--- src/common/intra_pkg.sv ---
/*
 * Intra mode decision shared definitions
 * Block geometry, datapath widths, mode codes, per-mode rate
 * costs and the request/result structs of the 4x4 luma engine
 */

package intra_pkg;

    localparam int blk_dim   = 4;
    localparam int num_pix   = blk_dim * blk_dim;
    localparam int num_modes = 4;
    localparam int pix_w     = 8;
    localparam int lvl_w     = 10;
    localparam int sse_w     = 20;
    localparam int rate_w    = 16;
    localparam int score_w   = 48;
    localparam int lambda_w  = 16;
    localparam int qshift_w  = 3;

    typedef enum logic [1:0] {
        mode_dc = 2'd0,
        mode_tm = 2'd1,
        mode_ve = 2'd2,
        mode_he = 2'd3
    } mode_t;

    // Rate cost added per mode, indexed by mode code
    localparam logic [15:0] fixed_cost [num_modes] = '{16'd663, 16'd919, 16'd872, 16'd919};

    typedef logic [num_pix-1:0][pix_w-1:0] pix_blk_t;
    typedef logic [num_pix-1:0][lvl_w-1:0] lvl_blk_t;

    typedef struct packed {
        pix_blk_t                        src;
        logic [blk_dim-1:0][pix_w-1:0]   top;
        logic [blk_dim-1:0][pix_w-1:0]   left;
        logic [pix_w-1:0]                top_left;
        logic [9:0]                      blk_x;
        logic [9:0]                      blk_y;
        logic [qshift_w-1:0]             qshift;
        logic [lambda_w-1:0]             lambda_mode;
        logic [lambda_w-1:0]             lambda_i16;
        logic [sse_w-1:0]                min_disto;
    } intra_req_t;

    typedef struct packed {
        mode_t                 mode;
        logic [score_w-1:0]    score;
        pix_blk_t              recon;
        lvl_blk_t              levels;
        logic [num_pix-1:0]    nz;
        logic [lvl_w-1:0]      max_edge;
    } intra_res_t;

    // Magnitude of a two's complement level
    function automatic logic [lvl_w-1:0] lvl_mag(input logic [lvl_w-1:0] lvl);
        return lvl[lvl_w-1] ? lvl_w'(-lvl) : lvl;
    endfunction

endpackage

--- src/reconstruct/residual_quant.sv ---
/*
 * Residual quantizer and reconstruction
 * Quantizes source minus prediction with a rounding power of
 * two step, rebuilds and clips the pixels, and flags non-zero
 * levels. One register stage
 */

`timescale 1ns/1ns

module residual_quant (
    input  logic                                clk,
    input  logic                                rst_n,
    input  logic                                start,
    input  intra_pkg::pix_blk_t                 src,
    input  intra_pkg::pix_blk_t                 pred,
    input  logic [intra_pkg::qshift_w-1:0]      qshift,
    output intra_pkg::pix_blk_t                 recon,
    output intra_pkg::lvl_blk_t                 levels,
    output logic [intra_pkg::num_pix-1:0]       nz,
    output logic                                done
);

    logic [intra_pkg::pix_w:0]          half;
    intra_pkg::pix_blk_t                recon_d;
    intra_pkg::lvl_blk_t                levels_d;
    logic [intra_pkg::num_pix-1:0]      nz_d;
    logic [intra_pkg::num_pix-1:0]      keep_ok;

    // Rounding offset, half a step
    assign half = 9'((9'd1 << qshift) >> 1);

    for (genvar i = 0; i < intra_pkg::num_pix; i++) begin : g_pix
        logic signed [intra_pkg::pix_w+1:0]  diff;
        logic [intra_pkg::pix_w:0]           mag;
        logic [intra_pkg::pix_w:0]           qmag;
        logic signed [intra_pkg::lvl_w-1:0]  lvl;
        logic signed [intra_pkg::pix_w+3:0]  dq;
        logic signed [intra_pkg::pix_w+3:0]  rec;

        assign diff = $signed({2'b00, src[i]}) - $signed({2'b00, pred[i]});
        assign mag  = diff[intra_pkg::pix_w+1] ? 9'(-diff) : diff[intra_pkg::pix_w:0];
        assign qmag = (mag + half) >> qshift;
        assign lvl  = diff[intra_pkg::pix_w+1] ? -$signed({1'b0, qmag}) : $signed({1'b0, qmag});

        // Dequantize and add back the prediction
        assign dq  = lvl;
        assign rec = $signed({4'b0000, pred[i]}) + (dq <<< qshift);

        assign recon_d[i]  = rec[intra_pkg::pix_w+3] ? 8'd0 :
                             (rec > 12'sd255)        ? 8'd255 :
                             rec[intra_pkg::pix_w-1:0];
        assign levels_d[i] = lvl;
        assign nz_d[i]     = (qmag != '0);

        // Zero level must leave the prediction untouched
        assign keep_ok[i] = nz[i] || (recon[i] == pred[i]);
    end

    always_ff @(posedge clk) begin
        if (start) begin
            recon  <= recon_d;
            levels <= levels_d;
            nz     <= nz_d;
        end
    end

    always_ff @(posedge clk or negedge rst_n) begin
        if (!rst_n) begin
            done <= 1'b0;
        end else begin
            done <= start;
        end
    end

    // Picker keeps pred steady from start until done
    a_zero_level_keeps_pred: assert property (
        @(posedge clk) disable iff (!rst_n) done |-> &keep_ok
    );

endmodule

--- config.mk ---
export PLATFORM = sky130hd
export DESIGN_NAME = residual_quant
export DESIGN_NICKNAME = d
export VERILOG_FILES = /design/src/common/intra_pkg.sv /design/src/reconstruct/residual_quant.sv
export SDC_FILE = /design/constraint.sdc
export NUM_CORES = 2
export LEC_CHECK = 0
export BUFFER_PORTS_ARGS = -buffer_cell sky130_fd_sc_hd__clkbuf_2
export CAP_MARGIN = 20
export CORE_UTILIZATION = 31
export DETAILED_ROUTE_END_ITERATION = 10
export GPL_TIMING_DRIVEN = 0
export PLACE_DENSITY = 0.51
export SLEW_MARGIN = 40
export SYNTH_ARGS = -nofsm -noshare
export SYNTH_HDL_FRONTEND = slang
export SYNTH_SLANG_ARGS = --single-unit
--- constraint.sdc ---
create_clock -name clk -period 0.8 [get_ports clk]
set_input_delay 0.04 -clock clk [delete_from_list [all_inputs] [get_ports clk]]
set_output_delay 0.04 -clock clk [all_outputs]
set_load 0.03 [all_outputs]
# After elaboration in Yosys (flattened, before gate mapping)
# Cells that the tools add are included.
# word_totals
regBits,305
word_cells,227
input_bits,262
output_inout_bits,305
# op_classes
add_sub_neg,80
magnitude_cmp,16
muxes,48
n_shift,33
n_reduce_logical,16
# op_table
operator,count
9-bit by 12-bit adder with 12-bit output,16
12-bit by 9-bit greater-than comparator with 1-bit output (second input constant),16
10-bit by 3-bit <<< shifter with 12-bit output,16
10-bit 2-to-1 mux,16
9-bit negation with 10-bit output,16
9-bit by 8-bit adder with 9-bit output,16
9-bit 2-to-1 mux,16
9-bit negation,16
9-bit nonzero test,16
9-bit by 3-bit right shift with 9-bit output,16
8-bit by 8-bit subtractor with 9-bit output,16
8-bit 2-to-1 mux,16
1-bit by 3-bit << shifter with 9-bit output (first input constant),1

# Logic depth before layout (Yosys ltp)
# logic_depth
depth_word,11
mapped_depth,41
mapped_depth_nobuf,40

# Least setup slack after synthesis
# No wires, ideal clock.
# synth_path
kind,input port to flip-flop
startpoint,input port qshift[0] in the netlist's numbering
endpoint,"register recon[32] in the netlist's numbering, data pin"
arrival_ns,7.424
path_stages,33
path_buffers,5
setup_slack_ns,-6.903
required_time_ns,0.521
path_cell_list,buf_2 -> buf_2 -> buf_2 -> buf_1 -> nand2_1 -> inv_1 -> clkbuf_1 -> ha_1 -> inv_1 -> fa_1 -> nor2b_1 -> o21ai_0 -> a21oi_1 -> o21ai_0 -> nor2b_1 -> or3_1 -> and4_1 -> or2_2 -> ha_1 -> nor2_1 -> xnor2_1 -> mux2_2 -> a222oi_1 -> o22ai_1 -> ha_1 -> a21o_1 -> a21o_1 -> and2_1 -> o21ai_0 -> or3_1 -> o211ai_1 -> o32ai_2 -> a21oi_1
# synth_via
elab_chain_cells,9
# synth_rtl
element,line,text
from (decl),residual_quant.sv:16,"input logic [intra_pkg::qshift_w-1:0] qshift,"
1-bit by 3-bit << shifter with 9-bit output,residual_quant.sv:30,assign half = 9'((9'd1 << qshift) >> 1);
9-bit by 8-bit adder with 9-bit output,residual_quant.sv:42,assign qmag = (mag + half) >> qshift;
9-bit by 3-bit right shift with 9-bit output,residual_quant.sv:42,
9-bit negation with 10-bit output,residual_quant.sv:43,"assign lvl = diff[intra_pkg::pix_w+1] ? -$signed({1'b0, qmag}) : $signed({1'b0, qmag});"
10-bit 2-to-1 mux,residual_quant.sv:43,
10-bit by 3-bit <<< shifter with 12-bit output (*),residual_quant.sv:47,"assign rec = $signed({4'b0000, pred[i]}) + (dq <<< qshift);"
9-bit by 12-bit adder with 12-bit output (*),residual_quant.sv:47,
12-bit by 9-bit greater-than comparator with 1-bit output,residual_quant.sv:50,(rec > 12'sd255) ? 8'd255 :
8-bit 2-to-1 mux,residual_quant.sv:50,
to (signal assigned),residual_quant.sv:61,recon <= recon_d;
to (decl),residual_quant.sv:17,"output intra_pkg::pix_blk_t recon,"
# Every way passes the cells marked *; elsewhere a longest branch is shown, timed or not.
# A chain may end at the register's enable or synchronous reset.

# Worst setup path in the final report
# layout_path
startpoint,input port qshift[2] in the netlist's numbering
endpoint,"register recon[26] in the netlist's numbering, data pin"
# Same word-level chain as after synthesis.

==> impl_metrics.ini <==
[outcome]
status = complete, but fails checks
violations = hold timing, setup timing

[sta]
rsz0062_at_grt = true
setup_viol = 743
hold_violations = 57
fin_crit_sh = 8.69
slew_viol_final = 0
hold_ws_ps = -149
fin_ws_ps = -6150
min_period_ps = 6950
max_freq_ghz = 0.144
worstMarginPinSlew_ps = 1020
slew_headroom = 0.311

[cells_and_area]
postLayoutCoreUtil = 0.462
multiInputGateArea_mm2 = 0.0419
fillers = 14400
area_growth_pct = 47.9
layout-drive-gt1-share = 0.394
design_area_mm2 = 0.0683
register_area_mm2 = 0.00915
stdcell_count = 8943
nets = 7711

[logic_synthesis]
synth-edff-count = 304
synth_top_family_by_area = compound AO/OA/AOI/OAI gates
synth.largest_area_cell = edfxtp_1
synth_flop_cell = edfxtp_1
yosys_warnings = 0
synth_cells = 5752
synthXorXnorAreaFrac = 0.0872
ys_ff_latch = 305
synthAdderAreaFrac = 0.142
synth_top_area_frac = 0.198
ys_seq_area_frac = 0.198
syn_area_mm2 = 0.0462
synth_area_leaders = edfxtp_1, ha_1, a21oi_1
synthArstFlopShare = 0.00328
synth.distinct_cells = 153
synthMuxAreaShare = 0.0367
synth_nets = 6509
avgSynthCellArea_um2 = 8.03
synth_compound_area_frac = 0.306
synth_simple_gate_area_frac = 0.173

[critical_path]
cp.arrival_ps = 7450
cpMostUsedCell = clkbuf_2
crit_fanout = 10
endpoint_kind = flip-flop
critPathRequiredTime_ps = 1300
startpoint_type = input port
max_stage_delay_ps = 640
critical_path_class = in2reg
slowest_stage = clkbuf_2

[grt]
first_global_vias = 51400
grt_max_degree = 69
grt_antenna_before_repair = 37
gr-total-overflow = 0
grt_pass1_wl_mm = 401
grt.total_usage = 0.378

[hold_path]
min_path_cells = 3
holdPathEnd = recon[64]
worstHoldPathType = in2reg
worstHoldStart = pred[64]

[cts]
cts_tree = done
htree_levels = 2
path_clk_slew_ps = 50
clock_path_buffers = 3
cts_buffers = 42
cts.sinks = 305
clk_root_buffer_cell = clkbuf_16
cts_hold_buffers = 2

[placed_design]
dpl_cell_area_mm2 = 0.0565
gp_congestion = 1.09
place_inst = 8330
portBuffers = 563
dp_hpwl_mm = 223

[route]
firstDrtPassIters = 7
vias_per_cell = 6.30
wl_mm = 301
drtIter0Drc = 7175
vias = 56300
ant_nets = 0
drc = 0
routedWlPerCell_um = 33.7

[power_and_ir_drop]
p_comb_frac = 0.748
fin_total_pwr_mw = 179
switching_share = 0.511
power_frac_seq = 0.144
power_frac_clock = 0.107
p_leak_nw = 29.3
p_per_area_mw_per_mm2 = 2610
power.switching_mw = 91.2
p_int_mw = 87.3
irDropWorstVdd_mv = 2.03

[die]
num_rows = 141
die_h_um = 388
boundaryPins = 567
dieArea_mm2 = 0.150
initial_core_util = 0.312
die_w_um = 388
core_mm2 = 0.148

[flow_run]
maxCapViolCount = 0
==> cell type report <==
cell class,instances,share of cell area
Antenna cell,27,0.000989
Buffer,249,0.0339
Clock buffer,46,0.0159
Clock inverter,30,0.00365
Inverter,419,0.0262
Multi-Input combinational cell,4769,0.614
Sequential cell,305,0.134
Tap cell,1930,0.0354
Timing Repair Buffer,1168,0.136
==> placed cells by master (no fill, tap or decap), types with 79 or more instances in the layout <==
cell      count
a21o_1      170
a21oi_1     334
a21oi_2     164
buf_4       510
clkbuf_2    623
edfxtp_1    304
ha_1        352
inv_1       368
mux2i_1      90
nand2_1     420
nand3_1      79
nor2_1      430
o21a_1      122
o21ai_0     166
xnor2_1     170
xnor2_2      86
xor2_1      101
==> through the flow <==
stage	hold slack, ps	TNS, ps	worst slack, ps
after floorplan	-256	-1323490	-5910
after global placement	-185	-4791020	-14740
after detailed placement	-184	-2555260	-10500
after CTS	-116	-1510350	-5780
after global routing	-142	-1579240	-6140
final	-149	-1530630	-6150
==> power groups by stage <==
stage / registers, mW / clock network [mW] / logic, mW
after floorplan: 34.6 / 0 / 60.2
after global placement: 26.3 / 0 / 99.9
after detailed placement: 26.1 / 0 / 101
after CTS: 25.9 / 19.6 / 116
after global routing: 26.2 / 20.2 / 139
final: 25.8 / 19.1 / 134
==> worst max-delay path, delay by kind of cell <==
family,cells,cell delay (ps)
buffers and inverters,13,5120
AOI/OAI and AO/OA,9,1340
and+or+nand+nor,2,380
adders and majority gates,1,280
muxes,1,180
==> synthesized netlist by cell type, types with 61 or more instances <==
library cell and number:
a21oi_1 525, nor2_1 503, nand2_1 461, ha_1 447, inv_1 412, o21ai_0 315, edfxtp_1 304, xnor2_1 263
a21o_1 173, xor2_1 168, clkbuf_1 167, o21a_1 131, mux2i_1 116, nor3_1 99, a211oi_1 93, nand3_1 93
nor2b_1 71, and2_1 67, o211ai_1 66, and3_1 61, o22ai_1 61
==> how the worst max path moves through the flow <==
| stage | startpoint | end | cells after the start |
|---|---|---|---|
| floorplan | src[104] | recon[104] | 38 |
| global placement | qshift[2] | recon[35] | 26 |
| detailed placement | qshift[0] | recon[80] | 30 |
| CTS | src[104] | recon[111] | 38 |
| global route | pred[122] | recon[123] | 38 |
| finish | qshift[2] | recon[26] | 26 |
==> kinds of logic (layout without fill, tap and decap cells) <==
kind of cell             after synthesis  count (layout)
AO/OA/AOI/OAI                       2021            2021
AND/OR/NAND/NOR                     1652            1652
buffers and inverters                678            1912
adder cells (fa/ha/maj)              495             495
XOR/XNOR                             445             445
flip-flops                           305             305
multiplexers                         156             156
other                                  0              27
==> metal layers <==
metal | vias to the layer above | part of all wire | GRT usage
met5 | - | 0.0012 | 0.00606
met4 | 21 | 0.085 | 0.261
met3 | 1223 | 0.13 | 0.136
met2 | 4075 | 0.40 | 0.544
met1 | 27100 | 0.38 | 0.467
li1 | 23900 | - | -
==> registers in the layout, summed over array words and instances (netlist names) <==
signal,cells
done,1
levels,160
recon,128
nz,16
==> repair_timing <==
action	CTS	global route
cloned	1	1
setup endpoints to repair	743	743
gates resized for setup	686	644
hold endpoints to repair	77	29
pin swaps	284	359
setup buffers	270	250
(Power assumes the default switching activity.)
