$ cat src/common/intra_pkg.sv
/*
 * Intra mode decision shared definitions
 * Block geometry, datapath widths, mode codes, per-mode rate
 * costs and the request/result structs of the 4x4 luma engine
 */

package intra_pkg;

    localparam int blk_dim   = 4;
    localparam int num_pix   = blk_dim * blk_dim;
    localparam int num_modes = 4;
    localparam int pix_w     = 8;
    localparam int lvl_w     = 10;
    localparam int sse_w     = 20;
    localparam int rate_w    = 16;
    localparam int score_w   = 48;
    localparam int lambda_w  = 16;
    localparam int qshift_w  = 3;

    typedef enum logic [1:0] {
        mode_dc = 2'd0,
        mode_tm = 2'd1,
        mode_ve = 2'd2,
        mode_he = 2'd3
    } mode_t;

    // Rate cost added per mode, indexed by mode code
    localparam logic [15:0] fixed_cost [num_modes] = '{16'd663, 16'd919, 16'd872, 16'd919};

    typedef logic [num_pix-1:0][pix_w-1:0] pix_blk_t;
    typedef logic [num_pix-1:0][lvl_w-1:0] lvl_blk_t;

    typedef struct packed {
        pix_blk_t                        src;
        logic [blk_dim-1:0][pix_w-1:0]   top;
        logic [blk_dim-1:0][pix_w-1:0]   left;
        logic [pix_w-1:0]                top_left;
        logic [9:0]                      blk_x;
        logic [9:0]                      blk_y;
        logic [qshift_w-1:0]             qshift;
        logic [lambda_w-1:0]             lambda_mode;
        logic [lambda_w-1:0]             lambda_i16;
        logic [sse_w-1:0]                min_disto;
    } intra_req_t;

    typedef struct packed {
        mode_t                 mode;
        logic [score_w-1:0]    score;
        pix_blk_t              recon;
        lvl_blk_t              levels;
        logic [num_pix-1:0]    nz;
        logic [lvl_w-1:0]      max_edge;
    } intra_res_t;

    // Magnitude of a two's complement level
    function automatic logic [lvl_w-1:0] lvl_mag(input logic [lvl_w-1:0] lvl);
        return lvl[lvl_w-1] ? lvl_w'(-lvl) : lvl;
    endfunction

endpackage

$ cat src/hdl/intra_predict.sv
/*
 * Intra predictor
 * Builds the DC, TrueMotion, Vertical and Horizontal 4x4
 * predictions from the neighbour pixels and registers all
 * four on start. DC edge availability follows the block position
 */

`timescale 1ns/1ns

module intra_predict (
    input  logic                   clk,
    input  logic                   rst_n,
    input  logic                   start,
    input  intra_pkg::intra_req_t  req,
    output intra_pkg::pix_blk_t    preds [intra_pkg::num_modes],
    output logic                   done
);

    logic [intra_pkg::pix_w+1:0] sum_top;
    logic [intra_pkg::pix_w+1:0] sum_left;
    logic [intra_pkg::pix_w+2:0] sum_all;
    logic [intra_pkg::pix_w-1:0] dc_val;
    intra_pkg::pix_blk_t         pred_dc;
    intra_pkg::pix_blk_t         pred_tm;
    intra_pkg::pix_blk_t         pred_ve;
    intra_pkg::pix_blk_t         pred_he;

    // ------------------------------------------------------------
    // DC value
    // ------------------------------------------------------------
    always_comb begin
        sum_top  = '0;
        sum_left = '0;
        for (int i = 0; i < intra_pkg::blk_dim; i++) begin
            sum_top  = sum_top + req.top[i];
            sum_left = sum_left + req.left[i];
        end
    end

    assign sum_all = sum_top + sum_left + 11'd4;

    always_comb begin
        if (req.blk_x != '0 && req.blk_y != '0) begin
            dc_val = sum_all[intra_pkg::pix_w+2:3];
        end else if (req.blk_y != '0) begin
            dc_val = 8'((sum_top + 10'd2) >> 2);
        end else if (req.blk_x != '0) begin
            dc_val = 8'((sum_left + 10'd2) >> 2);
        end else begin
            dc_val = 8'd128;
        end
    end

    // ------------------------------------------------------------
    // Per pixel predictions
    // ------------------------------------------------------------
    for (genvar r = 0; r < intra_pkg::blk_dim; r++) begin : g_row
        for (genvar c = 0; c < intra_pkg::blk_dim; c++) begin : g_col
            logic signed [intra_pkg::pix_w+1:0] tm;

            // left + top - top_left
            assign tm = $signed({2'b00, req.left[r]}) + $signed({2'b00, req.top[c]})
                      - $signed({2'b00, req.top_left});

            assign pred_tm[r*intra_pkg::blk_dim+c] = tm[intra_pkg::pix_w+1] ? 8'd0 :
                                                     tm[intra_pkg::pix_w]   ? 8'd255 :
                                                     tm[intra_pkg::pix_w-1:0];
            assign pred_dc[r*intra_pkg::blk_dim+c] = dc_val;
            assign pred_ve[r*intra_pkg::blk_dim+c] = req.top[c];
            assign pred_he[r*intra_pkg::blk_dim+c] = req.left[r];
        end
    end

    always_ff @(posedge clk) begin
        if (start) begin
            preds[intra_pkg::mode_dc] <= pred_dc;
            preds[intra_pkg::mode_tm] <= pred_tm;
            preds[intra_pkg::mode_ve] <= pred_ve;
            preds[intra_pkg::mode_he] <= pred_he;
        end
    end

    always_ff @(posedge clk or negedge rst_n) begin
        if (!rst_n) begin
            done <= 1'b0;
        end else begin
            done <= start;
        end
    end

    a_done_after_start: assert property (
        @(posedge clk) disable iff (!rst_n) $rose(done) |-> $past(start)
    );

endmodule

$ cat config.mk
export PLATFORM = sky130hd
export DESIGN_NAME = intra_predict
export DESIGN_NICKNAME = d
export VERILOG_FILES = /design/src/common/intra_pkg.sv /design/src/hdl/intra_predict.sv
export SDC_FILE = /design/constraint.sdc
export NUM_CORES = 1
export LEC_CHECK = 0
export ABC_AREA = 1
export BUFFER_PORTS_ARGS = -buffer_cell sky130_fd_sc_hd__buf_2
export CAP_MARGIN = 10
export CORE_AREA = 8 8 303 305
export CTS_CLUSTER_DIAMETER = 30
export DETAILED_ROUTE_END_ITERATION = 16
export DIE_AREA = 0 0 311 313
export PLACE_DENSITY = 0.44
export SYNTH_ARGS = -nofsm -noshare
export SYNTH_HDL_FRONTEND = slang
export SYNTH_SLANG_ARGS = --single-unit
$ cat constraint.sdc
create_clock -name clk -period 2.3 [get_ports clk]
set_input_delay 0.23 -clock clk [delete_from_list [all_inputs] [get_ports clk]]
set_output_delay 0.23 -clock clk [all_outputs]
set_load 0.05 [all_outputs]
---- After elaboration in Yosys (flattened, before gate mapping) ----
Cells that the tools add are included.
storage, ports and cells
  bits in registers ....................... 201
  logic and storage cells ................. 90
  input port bits ......................... 278
  output and inout port bits .............. 513
cells by class
  reductions and logical operators ........ 3
  multiplexer cells ....................... 19
  add/subtract/negate cells ............... 42
operators with widths
  operator                 number
  $add A8 B8 Y9            18
  $sub A9 B8 Y10           16
  $mux W8                  19
  $add A10 B2 Y10 const B  2
  $add A10 B8 Y10          2
  $add A9 B8 Y10           2
  $reduce_bool A10 Y1      2
  $add A10 B10 Y11         1
  $add A11 B3 Y11 const B  1
  $logic_and A1 B1 Y1      1

---- Logic depth before layout (Yosys ltp) ----
  word-level depth ........................ 7
  mapped depth ............................ 23
  mapped depth without buffers ............ 23

---- Worst setup path after synthesis ----
No wires, ideal clock.
  kind .................................... in2reg
  start point ............................. input port req[124] (netlist name)
  end point ............................... register preds[511] (netlist name) (data pin)
  required time ........................... 2048 ps
  path buffers ............................ 0
  slack ................................... -1762 ps
  data arrival time ....................... 3810 ps
  stages on the path ...................... 19
  library setup time ...................... 252 ps
  cell sequence ........................... inv_1 > fa_1 > fa_1 > inv_1 > ha_1 > fa_1 > nand3_1 > nand3_1 > nand2_1 > nand2_1 > ha_1 > ha_1 > a21oi_1 > o21ai_0 > nand2_1 > o2111ai_1 > or2_2 > nand3_1 > nand2_1
on the way
  longest elaborated chain between the ends .. 6
  elaborated cells on any way between the ends .. 8
  those cells by class .................... 6 x add/sub; 2 x mux
ends and longest elaborated chain
  what                                                 RTL line                                  source
  start, declared                                      intra_predict.sv:14                       input intra_pkg::intra_req_t req,
  $add A8 B8 Y9 *                                      intra_predict.sv:35                       sum_top = sum_top + req.top[i];
  $add A9 B8 Y10 *                                     intra_predict.sv:35
  $add A10 B8 Y10 *                                    intra_predict.sv:35
  $add A10 B10 Y11 or $add A10 B2 Y10 (tied branches)  intra_predict.sv:40, intra_predict.sv:46
  $add A11 B3 Y11 or $mux W8 (tied branches)           intra_predict.sv:40, intra_predict.sv:45
  $mux W8 *                                            intra_predict.sv:43                       if (req.blk_x != '0 && req.blk_y != '0) begin
  net dc_val, one bit                                  intra_predict.sv:22                       logic [intra_pkg::pix_w-1:0] dc_val;
  end signal, assigned by index                        intra_predict.sv:76                       preds[intra_pkg::mode_dc] <= pred_dc;
  end signal, assigned by index                        intra_predict.sv:77                       preds[intra_pkg::mode_tm] <= pred_tm;
  end signal, assigned by index                        intra_predict.sv:78                       preds[intra_pkg::mode_ve] <= pred_ve;
  end, declared                                        intra_predict.sv:15                       output intra_pkg::pix_blk_t preds [intra_pkg::num_modes],
The timed path passes the listed nets; every way through them passes the cells marked *.
A chain may end at the register's enable or synchronous reset.

---- Worst setup path after layout ----
  start point ............................. input port req[100] (netlist name)
  end point ............................... register preds[511] (netlist name) (data pin)
on the way
  longest elaborated chain between the ends .. 6
  elaborated cells on any way between the ends .. 8
  those cells by class .................... 5 x add/sub; 3 x mux
ends and longest elaborated chain
  what                                                      RTL line             source
  $add A9 B8 Y10 *                                          intra_predict.sv:36  sum_left = sum_left + req.left[i];
  $add A10 B8 Y10 *                                         intra_predict.sv:36
  branches (longest 3 deep; another with $add A10 B10 Y11)  -
  $mux W8 *                                                 intra_predict.sv:43
  net dc_val, one bit                                       intra_predict.sv:22
Mark *: on every way through the listed nets, which the timed path passes.

==> key figures <==
Routing
  – DRC Markers: 0
  – DR WL/cell: around 18 µm
  – Detailed Routing Iterations Pass 1: 5
  – Via Count: 17820
  – DRT iter0 DRCs: 760
  – DRT antenna net count: 0
  – Post-Route WL: just under 80000 µm
  – Vias per cell: 4.069

Pwr
  – Sw Ratio: 49.80%
  – Peak supply drop: ~1.6 mV
  – Combinational share of power: 64.1%
  – Clock Power Share: around a fifth
  – Leakage: 15.35 nW
  – Sequential group share of total power: around 15%
  – Switching power of the nets: around 19 mW
  – P per Cell Area: 1253 nW/µm²
  – P_int: around 19 mW

Setup path
  – Slowest CP cell: fa_1
  – CP arrival: approximately 3.8 ns
  – CP top delay family: adder cells
  – Required time worst endpoint: 2.65 ns
  – Crit start category: input port
  – Crit-path max cell delay: 0.55 ns
  – CP Depth: 21
  – Crit-path cells: buf_8 -> clkinvlp_4 -> fa_1 -> inv_2 -> fa_1 -> ha_2 -> fa_2 -> buf_6 -> inv_2 -> nand2_2 -> nand2_2 -> inv_2 -> ha_4 -> ha_4 -> a21oi_4 -> o21ai_2 -> nand2_1 -> o2111ai_2 -> or2_4 -> nand3_2 -> nand2_2
  – WP buf/inv: 6
  – Worst setup EP type: flip-flop
  – Crit Path Category: in -> reg
  – Crit Path Max Fanout: 3
  – Critical Path End: preds[511]
  – CP Launch Point: req[100]

Synth
  – Synth cell types: 34
  – Largest cells by area after synthesis: edfxtp_1, fa_1, buf_4
  – Mean Syn Cell Area: 8.983 µm²
  – Yosys synthesis warning count: 0
  – Total of flip-flops plus latches after synthesis: about 200
  – Cell Area, Synth: 20650 µm²
  – EDFF count, synth: 200
  – Top cell type by total area after synthesis: edfxtp_1
  – Cells after Synth: roughly 2300
  – Synth Flop Type: edfxtp_1
  – Sequential area share after synthesis: just under 30%
  – Syn nets: 2905
  – Most instantiated cells after synthesis: inv_1, buf_4, nand2_1, edfxtp_1, ha_1
  – Ys async rst share: less than 1%
  – Share of the synthesized area in the top cell type: a little under 30%
  – Cell with the most instances after synthesis: inv_1

Floorplan
  – Die area: 97340 µm²
  – Rows: 109
  – Die Span Y: 313 µm
  – Starting Density: 23.66%
  – # IOs: about 790
  – Core Box Area: between 80000 and 90000 µm²
  – Die width: 311 µm

Place
  – GP Congestion: 0.8683
  – Cells after DPL: 4182
  – Post-DP HPWL: 67030 µm
  – Pre-CTS setup slack: -1.939 ns
  – PortBufs: 607

STA
  – Fmax: 0.2913 GHz
  – Final setup TNS: -10.18 ns
  – Setup violators final: 32
  – Slew HR: 63.67%
  – Worst-margin pin slew: 0.5450 ns
  – Crit path time final: about 3.4 ns
  – RSZ-0062 raised after global routing: true
  – Worst Setup Slack, final: -1.133 ns
  – Period utilization: 149.3%
  – Final hold violation count: 0
  – Max Slew Vio Count: 0

Global route
  – All-layer global routing usage: 15.58%
  – First-pass GRT wire length: approximately 110000 µm
  – Number of global-route vias before repair: 18050
  – Initial antenna violation count: 7
  – Largest net degree at the start of global routing: 54
  – Gr ovfl total: 0

Clocking
  – Clock Tree Buf Depth: 3
  – CTS Buf Count: 59
  – Root Buffer: clkbuf_16
  – Clock sink count: ~200
  – CTS H-tree depth: 2
  – TritonCTS clock tree: built
  – CTS clock-pin slew for the worst setup and hold paths: 0.04 ns

Hold path
  – Min-Delay Path Depth: 1
  – Hold Crit Class: in -> reg

Final layout
  – Post-layout nets: 3774
  – Share of layout cells above drive strength 1: 43.68%
  – Syn-to-layout area delta: 48.32%
  – Final cell count without fillers: 4379

Job
  – Maximum capacitance violations: 0

Outcome
  – Outcome: finished, violations left
  – Violated checks: setup timing
## layout make-up
type                    count  area, µm²
flip-flops and latches    201       6031
well taps                1165       1458
multi-input cells        1199      11410
repair buffers           1120       7507
clock buffers              69       1514
fillers                  9027      56650
inverters                 587       2290
diodes                      2      5.005
clock inverters            36      412.9
## how the worst min path moves through the flow
stage | startpoint | to | slack [ns]
after floorplan | rst_n | done | -0.07
after global placement | rst_n | done | 0.004
after detailed placement | rst_n | done | 0.006
after CTS | start | preds[281] | 0.007
after global routing | req[115] | preds[224] | 0.01
final | start | preds[281] | 0.04
## cells in the final DEF (no fill, tap or decap), types with 10 or more instances in the layout
cell type      count
dlygate4sd3_1     61
o21ai_0           65
inv_2             30
xor2_4            12
nand3_2           16
nand3_1           50
a21oi_2           18
clkinv_2          13
nand4_1           39
buf_12            24
buf_6             24
buf_4            405
a21oi_1           98
nand2_2           29
inv_1            533
xnor2_1           18
a31oi_1           15
xor2_1            83
clkbuf_1          10
clkbuf_16         59
o21a_1            49
clkinv_1          11
o211ai_1          15
nor2_1            27
buf_2            598
fa_2              14
o21ai_1           42
nand2_1          203
clkinvlp_4        22
o21ai_2           46
fa_1             146
ha_4              33
edfxtp_1         200
ha_1             133
## logic make-up (layout without fill, tap and decap cells)
group                      after synthesis  after routing  share of synthesized area (%)
buffers and inverters                  899           1812                          22.01
other                                    0              2                              0
and+or+nand+nor                        393            393                          8.361
adders and majority gates              328            328                          25.69
AOI/OAI and AO/OA                      359            359                          9.652
DFF                                    201            201                          29.20
xor gates and xnor gates               119            119                          5.083
## flip-flops by register name, summed over array words and instances, names as in the netlist
register  count
preds       200
done          1
## per-stage QoR
stage	area [µm²]	power (mW)	hold slack [ns]	utilization [%]
global route	30630	40.83	0.009754	35.09
floorplan	21150	22.82	-0.06559	-
CTS	29630	37.56	0.006523	33.94
detailed placement	26780	28.57	0.006486	30.68
global placement	26780	28.56	0.004139	30.68
finish	30630	38.38	0.03621	35.09
## power by group through the flow
stage	Clock (mW)	Sequential, mW	Combinational [mW]
2_1_floorplan	0	8.53	14.3
3_3_place_gp	0	5.93	22.6
3_5_place_dp	0	5.94	22.6
4_1_cts	8.18	5.90	23.5
5_1_grt	8.34	5.98	26.5
6_report	7.94	5.85	24.6
## layer usage
layer  part of all wire (%)  wire length [µm]  up-vias  GRT usage [%]
li1                       -                 -     8745              -
met2                     48             38310      552          26.89
met5                  0.013                10        -              0
met3                    6.4              5025       76          3.793
met4                    1.9              1540        2          3.529
met1                     43             34190     8444          19.60
## timing repair
item                                    CTS  global route
pin swaps                                35            66
endpoints found under the hold margin    60             0
endpoints found under the setup margin   32           136
gates resized for setup                  62           250
hold buffers                             61             0
buffers inserted                         12            18
Power figures use the tool's default switching activity.
