--- config.mk ---
export PLATFORM = sky130hd
export DESIGN_NAME = mode_picker
export DESIGN_NICKNAME = d
export VERILOG_FILES = /design/src/common/intra_pkg.sv /design/src/hdl/mode_picker.sv
export SDC_FILE = /design/constraint.sdc
export NUM_CORES = 2
export LEC_CHECK = 0
export BUFFER_PORTS_ARGS = -buffer_cell sky130_fd_sc_hd__buf_2
export CAP_MARGIN = 20
export CORE_AREA = 3 3 737 739
export CTS_CLUSTER_SIZE = 16
export DETAILED_ROUTE_END_ITERATION = 6
export DIE_AREA = 0 0 740 742
export PLACE_DENSITY = 0.3
export SETUP_SLACK_MARGIN = 0.05
export SLEW_MARGIN = 20
export SYNTH_ARGS = -nofsm -noshare
export SYNTH_HDL_FRONTEND = slang
export SYNTH_SLANG_ARGS = --single-unit
--- constraint.sdc ---
create_clock -name clk -period 14.5 [get_ports clk]
set_input_delay 2.9 -clock clk [delete_from_list [all_inputs] [get_ports clk]]
set_output_delay 2.9 -clock clk [all_outputs]
set_load 0.02 [all_outputs]
--- src/common/intra_pkg.sv ---
/*
 * Intra mode decision shared definitions
 * Block geometry, datapath widths, mode codes, per-mode rate
 * costs and the request/result structs of the 4x4 luma engine
 */

package intra_pkg;

    localparam int blk_dim   = 4;
    localparam int num_pix   = blk_dim * blk_dim;
    localparam int num_modes = 4;
    localparam int pix_w     = 8;
    localparam int lvl_w     = 10;
    localparam int sse_w     = 20;
    localparam int rate_w    = 16;
    localparam int score_w   = 48;
    localparam int lambda_w  = 16;
    localparam int qshift_w  = 3;

    typedef enum logic [1:0] {
        mode_dc = 2'd0,
        mode_tm = 2'd1,
        mode_ve = 2'd2,
        mode_he = 2'd3
    } mode_t;

    // Rate cost added per mode, indexed by mode code
    localparam logic [15:0] fixed_cost [num_modes] = '{16'd663, 16'd919, 16'd872, 16'd919};

    typedef logic [num_pix-1:0][pix_w-1:0] pix_blk_t;
    typedef logic [num_pix-1:0][lvl_w-1:0] lvl_blk_t;

    typedef struct packed {
        pix_blk_t                        src;
        logic [blk_dim-1:0][pix_w-1:0]   top;
        logic [blk_dim-1:0][pix_w-1:0]   left;
        logic [pix_w-1:0]                top_left;
        logic [9:0]                      blk_x;
        logic [9:0]                      blk_y;
        logic [qshift_w-1:0]             qshift;
        logic [lambda_w-1:0]             lambda_mode;
        logic [lambda_w-1:0]             lambda_i16;
        logic [sse_w-1:0]                min_disto;
    } intra_req_t;

    typedef struct packed {
        mode_t                 mode;
        logic [score_w-1:0]    score;
        pix_blk_t              recon;
        lvl_blk_t              levels;
        logic [num_pix-1:0]    nz;
        logic [lvl_w-1:0]      max_edge;
    } intra_res_t;

    // Magnitude of a two's complement level
    function automatic logic [lvl_w-1:0] lvl_mag(input logic [lvl_w-1:0] lvl);
        return lvl[lvl_w-1] ? lvl_w'(-lvl) : lvl;
    endfunction

endpackage

--- src/hdl/mode_picker.sv ---
/*
 * Intra mode picker
 * Accepts a request, runs prediction, reconstruction, metrics
 * and scoring for modes 3 down to 0, keeps the best candidate,
 * rescores it with lambda_mode and holds the result until taken.
 * Also tracks the max_edge statistic across blocks
 */

`timescale 1ns/1ns

module mode_picker (
    input  logic                              clk,
    input  logic                              rst_n,
    input  logic                              req_valid,
    input  intra_pkg::intra_req_t             req,
    output logic                              req_ready,
    output logic                              res_valid,
    output intra_pkg::intra_res_t             res,
    input  logic                              res_ready,
    input  logic                              clear,
    output intra_pkg::intra_req_t             cur_req,
    output logic                              pred_start,
    input  logic                              pred_done,
    input  intra_pkg::pix_blk_t               preds [intra_pkg::num_modes],
    output logic                              quant_start,
    output intra_pkg::pix_blk_t               quant_pred,
    input  logic                              quant_done,
    input  intra_pkg::pix_blk_t               recon,
    input  intra_pkg::lvl_blk_t               levels,
    input  logic [intra_pkg::num_pix-1:0]     nz,
    input  logic                              metrics_done,
    input  logic [intra_pkg::sse_w-1:0]       sse,
    input  logic [intra_pkg::rate_w-1:0]      rate
);

    typedef enum logic [7:0] {
        st_idle   = 8'h01,
        st_pred   = 8'h02,
        st_quant  = 8'h04,
        st_metric = 8'h08,
        st_score  = 8'h10,
        st_comp   = 8'h20,
        st_final  = 8'h40,
        st_hold   = 8'h80
    } state_t;

    state_t                              state;
    logic                                got_req;
    logic [2:0]                          eval_cnt;
    intra_pkg::mode_t                    cur_mode;
    intra_pkg::intra_req_t               cur_req_q;
    logic [intra_pkg::rate_w-1:0]        rate_tot;
    logic [intra_pkg::rate_w-1:0]        cand_rate;
    logic [intra_pkg::score_w-1:0]       cand_score;
    logic [intra_pkg::rate_w-1:0]        best_rate;
    logic [intra_pkg::sse_w-1:0]         best_sse;
    intra_pkg::intra_res_t               res_q;
    logic [intra_pkg::lvl_w-1:0]         edge_q;
    logic [intra_pkg::lvl_w-1:0]         edge_new;

    function automatic logic [intra_pkg::score_w-1:0] calc_score(
        input logic [intra_pkg::rate_w-1:0]   r,
        input logic [intra_pkg::lambda_w-1:0] lam,
        input logic [intra_pkg::sse_w-1:0]    d
    );
        return (48'(r) << 10) * 48'(lam) + (48'(d) << 8);
    endfunction

    assign req_ready   = (state == st_idle) && !got_req;
    assign res_valid   = (state == st_hold);
    assign res         = res_q;
    assign cur_req     = cur_req_q;
    assign pred_start  = (state == st_pred);
    assign quant_start = (state == st_quant) && pred_done;

    // Modes run from 3 down to 0
    assign cur_mode   = intra_pkg::mode_t'(2'(intra_pkg::mode_he - eval_cnt[1:0]));
    assign quant_pred = preds[cur_mode];
    assign rate_tot   = rate + intra_pkg::fixed_cost[cur_mode];

    // ------------------------------------------------------------
    // Control FSM
    // ------------------------------------------------------------
    always_ff @(posedge clk or negedge rst_n) begin
        if (!rst_n) begin
            state    <= st_idle;
            got_req  <= 1'b0;
            eval_cnt <= '0;
        end else begin
            case (state)
                st_idle: begin
                    got_req  <= req_valid && req_ready;
                    eval_cnt <= '0;
                    if (got_req) begin
                        state <= st_pred;
                    end
                end
                st_pred: state <= st_quant;
                st_quant: begin
                    if (pred_done) begin
                        state <= st_metric;
                    end
                end
                // Second metrics cycle starts once quant_done has dropped
                st_metric: begin
                    if (!quant_done) begin
                        state <= st_score;
                    end
                end
                st_score: begin
                    if (metrics_done) begin
                        state <= st_comp;
                    end
                end
                st_comp: begin
                    eval_cnt <= eval_cnt + 3'd1;
                    if (eval_cnt == 3'(intra_pkg::num_modes - 1)) begin
                        state <= st_final;
                    end else begin
                        state <= st_pred;
                    end
                end
                st_final: state <= st_hold;
                st_hold: begin
                    if (res_ready) begin
                        state <= st_idle;
                    end
                end
                default: state <= st_idle;
            endcase
        end
    end

    // ------------------------------------------------------------
    // Candidate scoring and best keeping
    // ------------------------------------------------------------
    always_ff @(posedge clk) begin
        if (req_valid && req_ready) begin
            cur_req_q <= req;
        end
        if (state == st_score && metrics_done) begin
            cand_rate  <= rate_tot;
            cand_score <= calc_score(rate_tot, cur_req_q.lambda_i16, sse);
        end
        // Ties go to the later, lower mode code
        if (state == st_comp && (eval_cnt == '0 || cand_score <= res_q.score)) begin
            res_q.mode   <= cur_mode;
            res_q.score  <= cand_score;
            res_q.recon  <= recon;
            res_q.levels <= levels;
            res_q.nz     <= nz;
            best_rate    <= cand_rate;
            best_sse     <= sse;
        end
        if (state == st_final) begin
            res_q.score    <= calc_score(best_rate, cur_req_q.lambda_mode, best_sse);
            res_q.max_edge <= edge_new;
        end
    end

    // max_edge from levels 1, 2 and 4 of a fully non-zero block
    always_comb begin
        edge_new = edge_q;
        if (&res_q.nz && best_sse > cur_req_q.min_disto) begin
            for (int i = 1; i <= 4; i = i * 2) begin
                if (intra_pkg::lvl_mag(res_q.levels[i]) > edge_new) begin
                    edge_new = intra_pkg::lvl_mag(res_q.levels[i]);
                end
            end
        end
    end

    always_ff @(posedge clk or negedge rst_n) begin
        if (!rst_n) begin
            edge_q <= '0;
        end else if (clear) begin
            edge_q <= '0;
        end else if (state == st_final) begin
            edge_q <= edge_new;
        end
    end

    a_res_stable: assert property (
        @(posedge clk) disable iff (!rst_n) res_valid && !res_ready |=> $stable(res)
    );

    a_mode_cnt_bound: assert property (
        @(posedge clk) disable iff (!rst_n) eval_cnt <= 3'(intra_pkg::num_modes)
    );

endmodule

## Word-level counts from Yosys, hierarchy flattened

Index checks and enable logic that the tools add are counted.

- Register bits after elaboration: 761
- Bits of input ports: 1135
- Output and inout port bits: 771

- Equality and inequality tests: 14
- Reduce and logical (&&, ||, !) cells: 14
- Add/subtract/negate cells: 8
- Bitwise gates (word level): 1
- $lt $le $gt $ge: 6
- $mul: 2
- Multiplexer cells: 27

Operators with widths:

| kind | count |
|---|---|
| 2-to-1 mux 352 bit | 1 |
| binary-select mux 128 bit (select 2 bit) | 1 |
| 2-to-1 mux 128 bit | 2 |
| 2-to-1 mux 10 bit | 11 |
| adder 42 x 28 -> 43 bit | 2 |
| multiplier 16 x 16 -> 32 bit | 2 |
| case mux 8 bit (8 select lines) | 1 |
| less-or-equal comparator 48 bit | 1 |
| 2-to-1 mux 48 bit | 1 |
| 2-to-1 mux 8 bit | 5 |
| binary-select mux 16 bit (select 2 bit) | 1 |
| 2-to-1 mux 16 bit | 2 |
| greater-than comparator 10 bit | 3 |
| negator 10 bit | 3 |
| greater-than comparator 20 bit | 1 |
| adder 16 bit | 1 |
| AND reduction 16 bit | 1 |
| equality test 8 x 1 -> 1 bit (second input constant) | 1 |
| equality test 8 x 2 -> 1 bit (second input constant) | 1 |
| equality test 8 x 3 -> 1 bit (second input constant) | 1 |
| equality test 8 x 4 -> 1 bit (second input constant) | 1 |
| equality test 8 x 5 -> 1 bit (second input constant) | 1 |
| equality test 8 x 6 -> 1 bit (second input constant) | 1 |
| equality test 8 x 7 -> 1 bit (second input constant) | 1 |
| 16 further kinds | 26 |

## Logic depth before layout (Yosys ltp)

- Word-level depth: 13
- Depth in mapped cells: 48
- Gate-level depth less buffers: 42

## Least setup slack after synthesis

No wires, ideal clock.

- Kind: register to register
- From: reg, netlist name res[323]
- To: reg res_q (netlist bit res[322]), data pin
- Path slack: 2.158 ns
- Cell stages (with the launch flop): 15
- Arrival: 12.124 ns
- Path buffers: 1
- Required time: 14.282 ns
- Cell sequence: edfxtp_1 inv_1 ha_1 a21o_1 a21oi_1 nor2b_1 o21ai_0 a21oi_1 nor3_1 o22ai_1 a31oi_1 a32oi_1 clkinv_1 buf_1 a22o_1

RTL lines:

| item | line | RTL |
|---|---|---|
| end: declaration | mode_picker.sv:57 | `intra_pkg::intra_res_t res_q;` |

## Final worst setup path

- From: in rate[0] (netlist bit)
- To: reg cand_score[30] (netlist bit), data pin

- Longest elaborated chain between the ends: 3

RTL lines:

| item | line | RTL |
|---|---|---|
| start: declaration | mode_picker.sv:33 | `input logic [intra_pkg::rate_w-1:0] rate` |
| adder 16 bit | mode_picker.sv:79 | `assign rate_tot = rate + intra_pkg::fixed_cost[cur_mode];` |
| multiplier 16 x 16 -> 32 bit | mode_picker.sv:66 | `return (48'(r) << 10) * 48'(lam) + (48'(d) << 8);` |
| adder 42 x 28 -> 43 bit | mode_picker.sv:66 |  |
| end signal: assignment | mode_picker.sv:143 | `cand_score <= calc_score(rate_tot, cur_req_q.lambda_i16, sse);` |
| end: declaration | mode_picker.sv:54 | `logic [intra_pkg::score_w-1:0] cand_score;` |

No other way between the ends.
A chain may end at the register's enable or synchronous reset.

==> flow_summary.ini <==
[cells_and_area]
final_cells = 13200
final_cell_mix = 1,892 x buf_2, 713 x edfxtp_1, 553 x inv_1
final_common_cell = buf_2
final_nets = 7688
design_area_um2 = 71660
area_growth_pct = 46.52
drive_above_1_share_pct = 39.19

[global_route]
use_met3_pct = 5.271
met2_usage_pct = 25.54
use_met1_pct = 23.31
grt_overflow = 0
grt_max_degree = 114
grt_pass1_vias = 42790
grt_pass1_wl_um = 575600
grt_busiest_layer = met2
antenna_found_initial = 656
grt_use_total_pct = 16.65

[synth]
ys_ff_latch = 735
synth_cell_types = 90
synth.avg_cell_area_um2 = 12.70
synth.largest_area_cell = edfxtp_1
synthCells = 3851
synth.area.top_cells = edfxtp_1 44%, fa_1 16%, ha_1 8.8%, mux4_2 5.9%, inv_1 4.2%
ys_seq_area_share_pct = 44.91
netlist_area_um2 = 48910
synth_top_flop_cell = edfxtp_1
synthArstFlopShare_pct = 2.993
synth_top_area_share_pct = 43.78
synth_edf_count = 713
yosys_warnings = 0

[floorplanning]
die_h_um = 742
core_area_um2 = 536800
row_count = 269
die_x_um = 740
die-area_um2 = 549100
start_util_pct = 9.110
pin_count = 1906

[place]
numPortBuffers = 1892
post-place-cells = 12880
placed_cell_area_um2 = 67520
dp_hpwl_um = 423900
routabilityCongestion = 0.9861

[timing]
worst_clock_skew_ns = 0.1423
hold_viol = 0
rsz0062_at_grt = no
tns_ns = 0
min_period_ns = 12.37
fmax_ghz = 0.08081
finalMaxSlewViolations = 0
fin_hold_ws_ns = 0.4167
finalSetupViolCount = 0
relSlewSlack_pct = 28.93
tightest_slew_ns = 1.066
timing.final.crit_share_pct = 85.34

[worst_setup_path]
reg2reg_from = eval_cnt[1]
crit_family = adder cells
regToRegEndpoint = cand_score[30]
worstSetupStartpointType = primary input
worstPathMaxFanout = 17
required_ns = 15.03
reg2regPathDepth = 39
crit_top_cell = fa_1
crit_slowest_cell = a21boi_1
end_kind = register
crit_cells = 39
worst-setup-path-type = in2reg
cpPeakStageDelay_ns = 0.56
cp-endpoint = cand_score[30]
cp-startpoint = rate[0]
r2r_slack_ns = 2.54
crit_buf_inv = 7
cp.arrival_ns = 12.90

[job]
maxCapViolCount = 0

[clocking]
cts_made_buffers = 118
clk_root_buffer_cell = clkbuf_16
cts_hold_buf = 0
clkLatencyLatePin_ns = 0.93
clk_path_buf_depth = 4
postCtsSetupRepairBufs = 0
cts_sinks = 735
cts_tree = built
clkTransAtPathRegs_ns = 0.06
cts-htree-levels = 3
cts_resized = 0

[outcome]
outcome = complete, no violations

[routing]
wl_per_cell_um = 35.74
num_vias = 42590
initialDrtViolationCount = 2861
firstDrtPassIters = 5
detail-route-antenna-nets = 0
drc = 0
viasPerCell = 3.226
wl_um = 471800

[worst_hold_path]
hold_class = reg2reg
per-stage QoR:
step                      utilization [%]  worst slack [ns]
after floorplan                         -             2.158
after global placement              12.58             1.292
after detailed placement            12.58             1.273
after CTS                           13.29             2.164
after global routing                13.31             1.439
final                               13.35             2.126
per-layer routing:
metal / routed length (um) / up-vias / share of wire [%]
met5: 1191 / - / 0.25
li1: - / 17470 / -
met3: 38520 / 1109 / 8.2
met1: 220800 / 21260 / 47
met4: 10980 / 190 / 2.3
met2: 200300 / 2563 / 42
cell usage after synthesis, drive strengths merged (20+ instances only):
cell type  number
edfxtp        713
and2          203
ha            344
nand2         417
buf            39
mux4          128
nand4          32
o21ai          84
clkbuf         98
and3           21
a21o           78
mux2i          28
xor2           47
nor2b          30
a21oi         111
nand2b         20
inv           553
xnor2          94
nand3          24
nor2           97
a22o           29
nor3           28
dfrtp          21
fa            391
worst register-to-register path: cells and delay by family, from the launching register on:
| kind | cells | cell delay (ns) |
|---|---|---|
| adders and majority gates | 10 | 4.97 |
| DFF | 1 | 0.50 |
| AOI/OAI and AO/OA | 13 | 3.33 |
| buffers and inverters | 7 | 1.29 |
| xor gates and xnor gates | 3 | 0.48 |
| and+or+nand+nor | 6 | 1.11 |
sequential cells by signal, indices dropped and copies added, names as in the netlist, 8 cells and up:
register    count
cand_rate      16
res           351
best_sse       20
cur_req       275
state           8
best_rate      16
edge_q         10
cand_score     35
cell families (layout without fill, tap and decap cells):
kind of cell               count (synthesis)  after routing  share of synthesized area [%]
and+or+nand+nor                          927            927                          9.304
AOI/OAI and AO/OA                        454            454                          6.301
xor gates and xnor gates                 141            141                          2.540
other                                      1            124                       0.007667
DFF                                      735            735                          44.91
buffers and inverters                    692           2738                          5.439
adders and majority gates                735            735                          24.80
muxes                                    166            166                          6.698
worst min path at each step:
stage | slack, ns | from | depth (start not counted) | endpoint
detailed placement | 0.40 | cand_rate[5] | 0 | best_rate[5]
global route | 0.44 | cand_rate[3] | 0 | best_rate[3]
floorplan | 0.40 | cand_rate[0] | 0 | best_rate[0]
CTS | 0.42 | cand_rate[5] | 0 | best_rate[5]
global placement | 0.41 | cand_rate[0] | 0 | best_rate[0]
finish | 0.42 | cand_rate[5] | 0 | best_rate[5]
final cells by class:
cell class,instances,area [um^2]
clock inverter,64,765.7
sequential,735,21970
antenna,111,277.8
timing repair buffer,1972,10090
clock buffer,147,3072
fill,60800,465200
tap,7181,8985
inverter,555,2091
multi-input combinational,2436,24410
Power is left out: the tool's default activity adds up to more than one toggle a clock period on the data nets, which glitch-free logic cannot reach.
