===== config.mk =====
export PLATFORM = sky130hd
export DESIGN_NAME = block_metrics
export DESIGN_NICKNAME = d
export VERILOG_FILES = /design/src/common/intra_pkg.sv /design/src/hdl/block_metrics.sv
export SDC_FILE = /design/constraint.sdc
export NUM_CORES = 2
export LEC_CHECK = 0
export BUFFER_PORTS_ARGS = -buffer_cell sky130_fd_sc_hd__buf_2
export CAP_MARGIN = 15
export CORE_MARGIN = 3
export CORE_UTILIZATION = 44
export CTS_CLUSTER_DIAMETER = 150
export DETAILED_ROUTE_END_ITERATION = 10
export SYNTH_ARGS = -nofsm -noshare
export SYNTH_HDL_FRONTEND = slang
export SYNTH_SLANG_ARGS = --single-unit

===== constraint.sdc =====
create_clock -name clk -period 6.5 [get_ports clk]
set_clock_uncertainty 0.1 [all_clocks]
set_input_delay 1.3 -clock clk [delete_from_list [all_inputs] [get_ports clk]]
set_output_delay 1.3 -clock clk [all_outputs]
set_load 0.01 [all_outputs]

===== src/common/intra_pkg.sv =====
/*
 * Intra mode decision shared definitions
 * Block geometry, datapath widths, mode codes, per-mode rate
 * costs and the request/result structs of the 4x4 luma engine
 */

package intra_pkg;

    localparam int blk_dim   = 4;
    localparam int num_pix   = blk_dim * blk_dim;
    localparam int num_modes = 4;
    localparam int pix_w     = 8;
    localparam int lvl_w     = 10;
    localparam int sse_w     = 20;
    localparam int rate_w    = 16;
    localparam int score_w   = 48;
    localparam int lambda_w  = 16;
    localparam int qshift_w  = 3;

    typedef enum logic [1:0] {
        mode_dc = 2'd0,
        mode_tm = 2'd1,
        mode_ve = 2'd2,
        mode_he = 2'd3
    } mode_t;

    // Rate cost added per mode, indexed by mode code
    localparam logic [15:0] fixed_cost [num_modes] = '{16'd663, 16'd919, 16'd872, 16'd919};

    typedef logic [num_pix-1:0][pix_w-1:0] pix_blk_t;
    typedef logic [num_pix-1:0][lvl_w-1:0] lvl_blk_t;

    typedef struct packed {
        pix_blk_t                        src;
        logic [blk_dim-1:0][pix_w-1:0]   top;
        logic [blk_dim-1:0][pix_w-1:0]   left;
        logic [pix_w-1:0]                top_left;
        logic [9:0]                      blk_x;
        logic [9:0]                      blk_y;
        logic [qshift_w-1:0]             qshift;
        logic [lambda_w-1:0]             lambda_mode;
        logic [lambda_w-1:0]             lambda_i16;
        logic [sse_w-1:0]                min_disto;
    } intra_req_t;

    typedef struct packed {
        mode_t                 mode;
        logic [score_w-1:0]    score;
        pix_blk_t              recon;
        lvl_blk_t              levels;
        logic [num_pix-1:0]    nz;
        logic [lvl_w-1:0]      max_edge;
    } intra_res_t;

    // Magnitude of a two's complement level
    function automatic logic [lvl_w-1:0] lvl_mag(input logic [lvl_w-1:0] lvl);
        return lvl[lvl_w-1] ? lvl_w'(-lvl) : lvl;
    endfunction

endpackage


===== src/hdl/block_metrics.sv =====
/*
 * Block metrics
 * Two stage pipeline: squared pixel errors and level magnitudes,
 * then their sums as SSE and rate
 */

`timescale 1ns/1ns

module block_metrics (
    input  logic                              clk,
    input  logic                              rst_n,
    input  logic                              start,
    input  intra_pkg::pix_blk_t               src,
    input  intra_pkg::pix_blk_t               recon,
    input  intra_pkg::lvl_blk_t               levels,
    output logic [intra_pkg::sse_w-1:0]       sse,
    output logic [intra_pkg::rate_w-1:0]      rate,
    output logic                              done
);

    logic [intra_pkg::num_pix-1:0][2*intra_pkg::pix_w-1:0]  sq_q;
    logic [intra_pkg::num_pix-1:0][intra_pkg::lvl_w-1:0]    mag_q;
    logic                                                   s1_valid;
    logic [intra_pkg::sse_w-1:0]                            sse_sum;
    logic [intra_pkg::rate_w-1:0]                           rate_sum;

    function automatic logic [2*intra_pkg::pix_w-1:0] sq_diff(
        input logic [intra_pkg::pix_w-1:0] a,
        input logic [intra_pkg::pix_w-1:0] b
    );
        logic [intra_pkg::pix_w-1:0] d;
        d = (a > b) ? a - b : b - a;
        return 16'(d) * 16'(d);
    endfunction

    // Stage one
    always_ff @(posedge clk) begin
        if (start) begin
            for (int i = 0; i < intra_pkg::num_pix; i++) begin
                sq_q[i]  <= sq_diff(src[i], recon[i]);
                mag_q[i] <= intra_pkg::lvl_mag(levels[i]);
            end
        end
    end

    always_comb begin
        sse_sum  = '0;
        rate_sum = '0;
        for (int i = 0; i < intra_pkg::num_pix; i++) begin
            sse_sum  = sse_sum + sq_q[i];
            rate_sum = rate_sum + mag_q[i];
        end
    end

    // Stage two
    always_ff @(posedge clk) begin
        if (s1_valid) begin
            sse  <= sse_sum;
            rate <= rate_sum;
        end
    end

    always_ff @(posedge clk or negedge rst_n) begin
        if (!rst_n) begin
            s1_valid <= 1'b0;
            done     <= 1'b0;
        end else begin
            s1_valid <= start;
            done     <= s1_valid;
        end
    end

endmodule


# ---- Word-level counts from Yosys, hierarchy flattened
# Cells that the tools add are included.
dict set report totals {
  ff_bits 454
  output_inout_bits 37
  wordCells 194
}
dict set report op_classes {
  addsub 78
  multipliers 16
  magnitude_cmp 16
  muxes 32
}
# operator count
set op_table {}
lappend op_table {{multiplier 8 x 8 -> 16 bit} 16}
lappend op_table {{subtractor 8 bit} 32}
lappend op_table {{adder 20 x 16 -> 20 bit} 11}
lappend op_table {{negation 10 bit} 16}
lappend op_table {{adder 16 x 10 -> 16 bit} 9}
lappend op_table {{2-to-1 mux 9 bit} 16}
lappend op_table {{greater-than comparator 8 bit} 16}
lappend op_table {{2-to-1 mux 8 bit} 16}
lappend op_table {{adder 19 x 16 -> 20 bit} 1}
lappend op_table {{adder 18 x 16 -> 19 bit} 1}
lappend op_table {{adder 17 x 16 -> 18 bit} 1}
lappend op_table {{adder 16 x 16 -> 17 bit} 1}
lappend op_table {{adder 15 x 10 -> 16 bit} 1}
lappend op_table {{adder 14 x 10 -> 15 bit} 1}
lappend op_table {{adder 13 x 10 -> 14 bit} 1}
lappend op_table {{adder 12 x 10 -> 13 bit} 1}
lappend op_table {{adder 11 x 10 -> 12 bit} 1}
lappend op_table {{adder 10 x 10 -> 11 bit} 1}

# ---- Depth between registers and ports, before layout
dict set report depth {
  depth_word 15
  ltp_mapped 30
}

# ---- Worst setup path after synthesis
# No wires, ideal clock.
dict set report synth_path {
  path_type {input port to flip-flop}
  from {input port src[10] in the netlist's numbering}
  to {register sq_q[31] in the netlist's numbering (data pin)}
  setup_ps 261
  arrival_time_ps 7266
  required_ps 6139
  path_slack_ps -1127
  cell_stages 26
  path_cell_list {inv_1 > ha_1 > buf_6 > nor2b_4 > o31a_1 > o41a_1 > o21ai_4 > mux2i_1 > o2111ai_4 > xnor2_2 > nand2b_1 > fa_1 > inv_1 > fa_1 > fa_1 > inv_1 > fa_1 > inv_1 > ha_1 > nor2_1 > nor2_1 > nand2_1 > o21a_1 > or4_1 > a21oi_1 > nor4_1}
}
dict set report synth_between {
  elab_chain_len 3
  word_cells_on_any_way 5
  cone_classes {2 x add/sub; 1 x mul; 1 x order compare; 1 x mux}
}
# item line
set synth_rtl {}
lappend synth_rtl {{start, declared} block_metrics.sv:13} ;# input intra_pkg::pix_blk_t src,
lappend synth_rtl {{subtractor 8 bit / greater-than comparator 8 bit (equally long branches)} block_metrics.sv:32} ;# d = (a > b) ? a - b : b - a;
lappend synth_rtl {{2-to-1 mux 8 bit (*)} block_metrics.sv:32}
lappend synth_rtl {{multiplier 8 x 8 -> 16 bit (*)} block_metrics.sv:33} ;# return 16'(d) * 16'(d);
lappend synth_rtl {{end signal, assigned by index} block_metrics.sv:40} ;# sq_q[i] <= sq_diff(src[i], recon[i]);
lappend synth_rtl {{end, declared} block_metrics.sv:21} ;# logic [intra_pkg::num_pix-1:0][2*intra_pkg::pix_w-1:0] sq_q;
# Every way passes the cells marked *; elsewhere a longest branch is shown, timed or not.
# A chain may end at the register's enable or synchronous reset.

# ---- Final worst setup path
dict set report layout_path {
  from {input port src[8] in the netlist's numbering}
  to {register sq_q[31] in the netlist's numbering (data pin)}
}
# Same word-level chain as after synthesis.

==> impl_results.html <==
<table>
<tr><th>Metric</th><th>Value</th></tr>
<tr><th colspan="2">Run status</th></tr>
<tr><td>Outcome</td><td>finished with violations</td></tr>
<tr><td>Failing checks</td><td>setup timing</td></tr>
<tr><th colspan="2">Setup path</th></tr>
<tr><td>Maximum fanout along the worst path</td><td>6</td></tr>
<tr><td>CP arrival</td><td>7.22 ns</td></tr>
<tr><td>Element type at the critical path end</td><td>flip-flop</td></tr>
<tr><td>Classification of the worst setup path</td><td>in2reg</td></tr>
<tr><td>Kind of start point of the critical path</td><td>input pin</td></tr>
<tr><td>Max incr delay on CP</td><td>0.54 ns</td></tr>
<tr><td>Required time at the worst-slack endpoint</td><td>6.84 ns</td></tr>
<tr><td>Standard cell with the maximum stage delay on the critical path</td><td>sky130_fd_sc_hd__fa_1</td></tr>
<tr><th colspan="2">Synthesis</th></tr>
<tr><td>Top-area cell type share of the netlist area</td><td>24.8%</td></tr>
<tr><td>Async set-reset flop share out of synthesis</td><td>0.458%</td></tr>
<tr><td>Per-instance average area after synthesis</td><td>9.63 sq um</td></tr>
<tr><td>Synth warnings</td><td>0</td></tr>
<tr><td>Share of the yosys chip area belonging to registers</td><td>21.1%</td></tr>
<tr><td>Distinct cell type count of the synthesized netlist</td><td>97</td></tr>
<tr><td>Most area-hungry cell type in the Yosys netlist</td><td>sky130_fd_sc_hd__fa_1</td></tr>
<tr><td>Library cell with the highest instance count after synthesis</td><td>sky130_fd_sc_hd__inv_1</td></tr>
<tr><td>Register bit total from synthesis</td><td>437</td></tr>
<tr><td>Commonest cells in the synthesized netlist</td><td>1525 x sky130_fd_sc_hd__inv_1, 801 x sky130_fd_sc_hd__ha_1, 770 x sky130_fd_sc_hd__fa_1</td></tr>
<tr><td>Top FF cell, synth</td><td>sky130_fd_sc_hd__edfxtp_1</td></tr>
<tr><td>Largest cells by area after synthesis</td><td>sky130_fd_sc_hd__fa_1 25%, sky130_fd_sc_hd__edfxtp_1 21%, sky130_fd_sc_hd__ha_1 16%, sky130_fd_sc_hd__inv_1 9.2%, sky130_fd_sc_hd__xnor2_1 5.1%</td></tr>
<tr><td>Mapped Cells</td><td>6457</td></tr>
<tr><td>EDFF count, synth</td><td>435</td></tr>
<tr><td>Post-Syn Area</td><td>62200 sq um</td></tr>
<tr><th colspan="2">Timing</th></tr>
<tr><td>Final count of pins violating max slew</td><td>0</td></tr>
<tr><td>Highest clock rate</td><td>145 MHz</td></tr>
<tr><td>Slew at the pin closest to its max-slew limit</td><td>1.15 ns</td></tr>
<tr><td>Slack of the critical path</td><td>-0.378 ns</td></tr>
<tr><td>Final critical-path required period</td><td>6.88 ns</td></tr>
<tr><td>Count of final hold-check violations</td><td>0</td></tr>
<tr><td>RSZ-0062 raised after global routing</td><td>yes</td></tr>
<tr><td>Endpoints failing setup</td><td>11</td></tr>
<tr><td>Normalized max-slew margin</td><td>23.3%</td></tr>
<tr><td>Worst hold margin</td><td>0.374 ns</td></tr>
<tr><td>Period utilization</td><td>106%</td></tr>
<tr><th colspan="2">Global route</th></tr>
<tr><td>Pin count of the biggest net entering global routing</td><td>110</td></tr>
<tr><td>Total routing resource utilization after global routing</td><td>22.0%</td></tr>
<tr><td>Via count of the first global-routing pass</td><td>51756</td></tr>
<tr><td>First-pass GRT wire length</td><td>261000 um</td></tr>
<tr><td>Grt total ovfl</td><td>0</td></tr>
<tr><td>Antenna violations before repair</td><td>23</td></tr>
<tr><th colspan="2">Route</th></tr>
<tr><td>Routed vias</td><td>49486</td></tr>
<tr><td>Detailed-route DRC error count</td><td>0</td></tr>
<tr><td>Post-detailed-routing wire length</td><td>161000 um</td></tr>
<tr><td>First-pass DRT Iterations</td><td>5</td></tr>
<tr><td>Detailed-route vias per instance</td><td>4.84</td></tr>
<tr><td>Iteration-0 DRC Markers</td><td>2127</td></tr>
<tr><td>Routed length per instance</td><td>15.7 um</td></tr>
<tr><td>Antenna-violating nets left</td><td>0</td></tr>
<tr><th colspan="2">Cells and area</th></tr>
<tr><td>Synth-to-Final Area Change</td><td>35.6%</td></tr>
<tr><td>Nets</td><td>10290</td></tr>
<tr><td>Fraction of the core area covered by cells at the end of the flow</td><td>60.3%</td></tr>
<tr><td>Layout filler cell count</td><td>11993</td></tr>
<tr><td>Share of layout cells above drive strength 1</td><td>34.4%</td></tr>
<tr><td>Final standard cell count with taps included and fillers excluded</td><td>10233</td></tr>
<tr><th colspan="2">Clocking</th></tr>
<tr><td>Hold bufs inserted after CTS</td><td>0</td></tr>
<tr><td>Clock Sinks</td><td>437</td></tr>
<tr><td>Clock buffer depth</td><td>3</td></tr>
<tr><td>Clk root buf</td><td>sky130_fd_sc_hd__clkbuf_16</td></tr>
<tr><td>H-Tree Level Count</td><td>2</td></tr>
<tr><td>Insertion delay of the later-clocked pin in the worst-skew pair</td><td>0.62 ns</td></tr>
<tr><td>CTS Buf Count</td><td>53</td></tr>
<tr><td>Clock slew at reported path FFs</td><td>0.07 ns</td></tr>
<tr><td>CTS tree</td><td>done</td></tr>
<tr><th colspan="2">Job</th></tr>
<tr><td>Number of maximum-capacitance constraint violations</td><td>0</td></tr>
<tr><th colspan="2">Die</th></tr>
<tr><td>Ports placed on the boundary</td><td>456</td></tr>
<tr><td>Placeable core area</td><td>140000 sq um</td></tr>
<tr><td>Starting utilization of the core area</td><td>44.5%</td></tr>
<tr><td>Area of the die</td><td>146000 sq um</td></tr>
<tr><td>Die X-Extent</td><td>382 um</td></tr>
<tr><td>Die boundary height</td><td>382 um</td></tr>
<tr><td>Site row count</td><td>137</td></tr>
<tr><th colspan="2">Placement</th></tr>
<tr><td>Placed Cells</td><td>9987</td></tr>
<tr><td>Final GP Congestion</td><td>0.887</td></tr>
<tr><td>Number of buffer cells added on primary ports</td><td>454</td></tr>
<tr><td>DP HPWL</td><td>138000 um</td></tr>
<tr><th colspan="2">Hold path</th></tr>
<tr><td>Type of the worst min-delay path</td><td>in2async</td></tr>
</table>
[layout make-up]
cell class                 instances  area [sq um]  area share [%]
timing repair buffer            1889         13500            16.1
multi-input combinational       4392         47700            56.6
antenna                           17          42.5          0.0504
clock inverter                    34           329           0.390
tap                             1876          2350            2.78
sequential                       437         13100            15.6
clock buffer                      61          1360            1.61
inverter                        1527          5890            6.98
[routing by layer]
| metal | share of wire [%] | GRT usage, % |
|---|---|---|
| met1 | 44 | 29.8 |
| met3 | 4.4 | 2.11 |
| met4 | 2.0 | 4.15 |
| met2 | 50 | 38.6 |
| met5 | 0.036 | 0 |
[per-stage QoR]
| stage | TNS [ns] | setup WS [ns] | instance area, sq um |
|---|---|---|---|
| final | -1.12 | -0.378 | 84300 |
| after global routing | -7.42 | -0.678 | 84300 |
| after CTS | -1.04 | -0.359 | 81700 |
| after detailed placement | -70.51 | -1.24 | 78900 |
| after global placement | -62.30 | -1.20 | 78900 |
| after floorplan | -11.98 | -0.935 | 65000 |
[worst max-delay path, delay by kind of cell]
| kind | cells | cell delay, ns |
|---|---|---|
| simple gates | 6 | 0.64 |
| mux | 2 | 0.30 |
| buf+inv | 9 | 0.91 |
| xor+xnor | 1 | 0.09 |
| compound gates | 5 | 1.39 |
| fa+ha+maj | 7 | 2.59 |
[what timing repair did]
action,4_1_cts,5_1_grt
pin swaps,154,279
endpoints found under the hold margin,0,0
setup endpoints to repair,41,89
gates resized for setup,165,416
cloned,1,0
buffers inserted,53,93
[cells in the final DEF (no fill, tap or decap), drive strengths merged, types with 82 or more instances in the layout]
cell type  instances
buf             1889
inv             1530
ha               801
fa               770
nor2             546
edfxtp           435
xnor2            374
a21oi            305
nand2            292
o21ai            153
a21o             124
xor2             109
nor3              82
[cells by family after synthesis]
kind of cell               after synthesis  synth area share [%]
DFF                                    437                  21.1
and+or+nand+nor                       1320                  9.92
other                                    1               0.00603
AOI/OAI and AO/OA                      928                  9.78
muxes                                   85                  1.41
xor gates and xnor gates               484                  6.96
buffers and inverters                 1631                  9.95
adders and majority gates             1571                  40.9
[state kept, by name, summed over array words and instances (netlist names)]
signal / flops
sq_q: 240
rate: 15
s1_valid: 1
mag_q: 160
sse: 20
done: 1
[worst paths after layout]
check                                           from            endpoint  slack [ns]  cells after the start
worst max register to register   sq_q[115]$_DFFE_PP_   sse[18]$_DFFE_PP_        0.32                     18
min in group clk                mag_q[150]$_DFFE_PP_   rate[0]$_DFFE_PP_        0.46                      1
worst min register to register  mag_q[150]$_DFFE_PP_   rate[0]$_DFFE_PP_        0.46                      1
worst min-delay path                           rst_n  s1_valid$_DFF_PN0_        0.37                      1
max in group asynchronous                      rst_n  s1_valid$_DFF_PN0_        5.82                      1
worst max-delay path                          src[8]  sq_q[31]$_DFFE_PP_       -0.38                     30
Power is left out: the tool's default activity adds up to more than one toggle a clock period on the data nets, which glitch-free logic cannot reach.
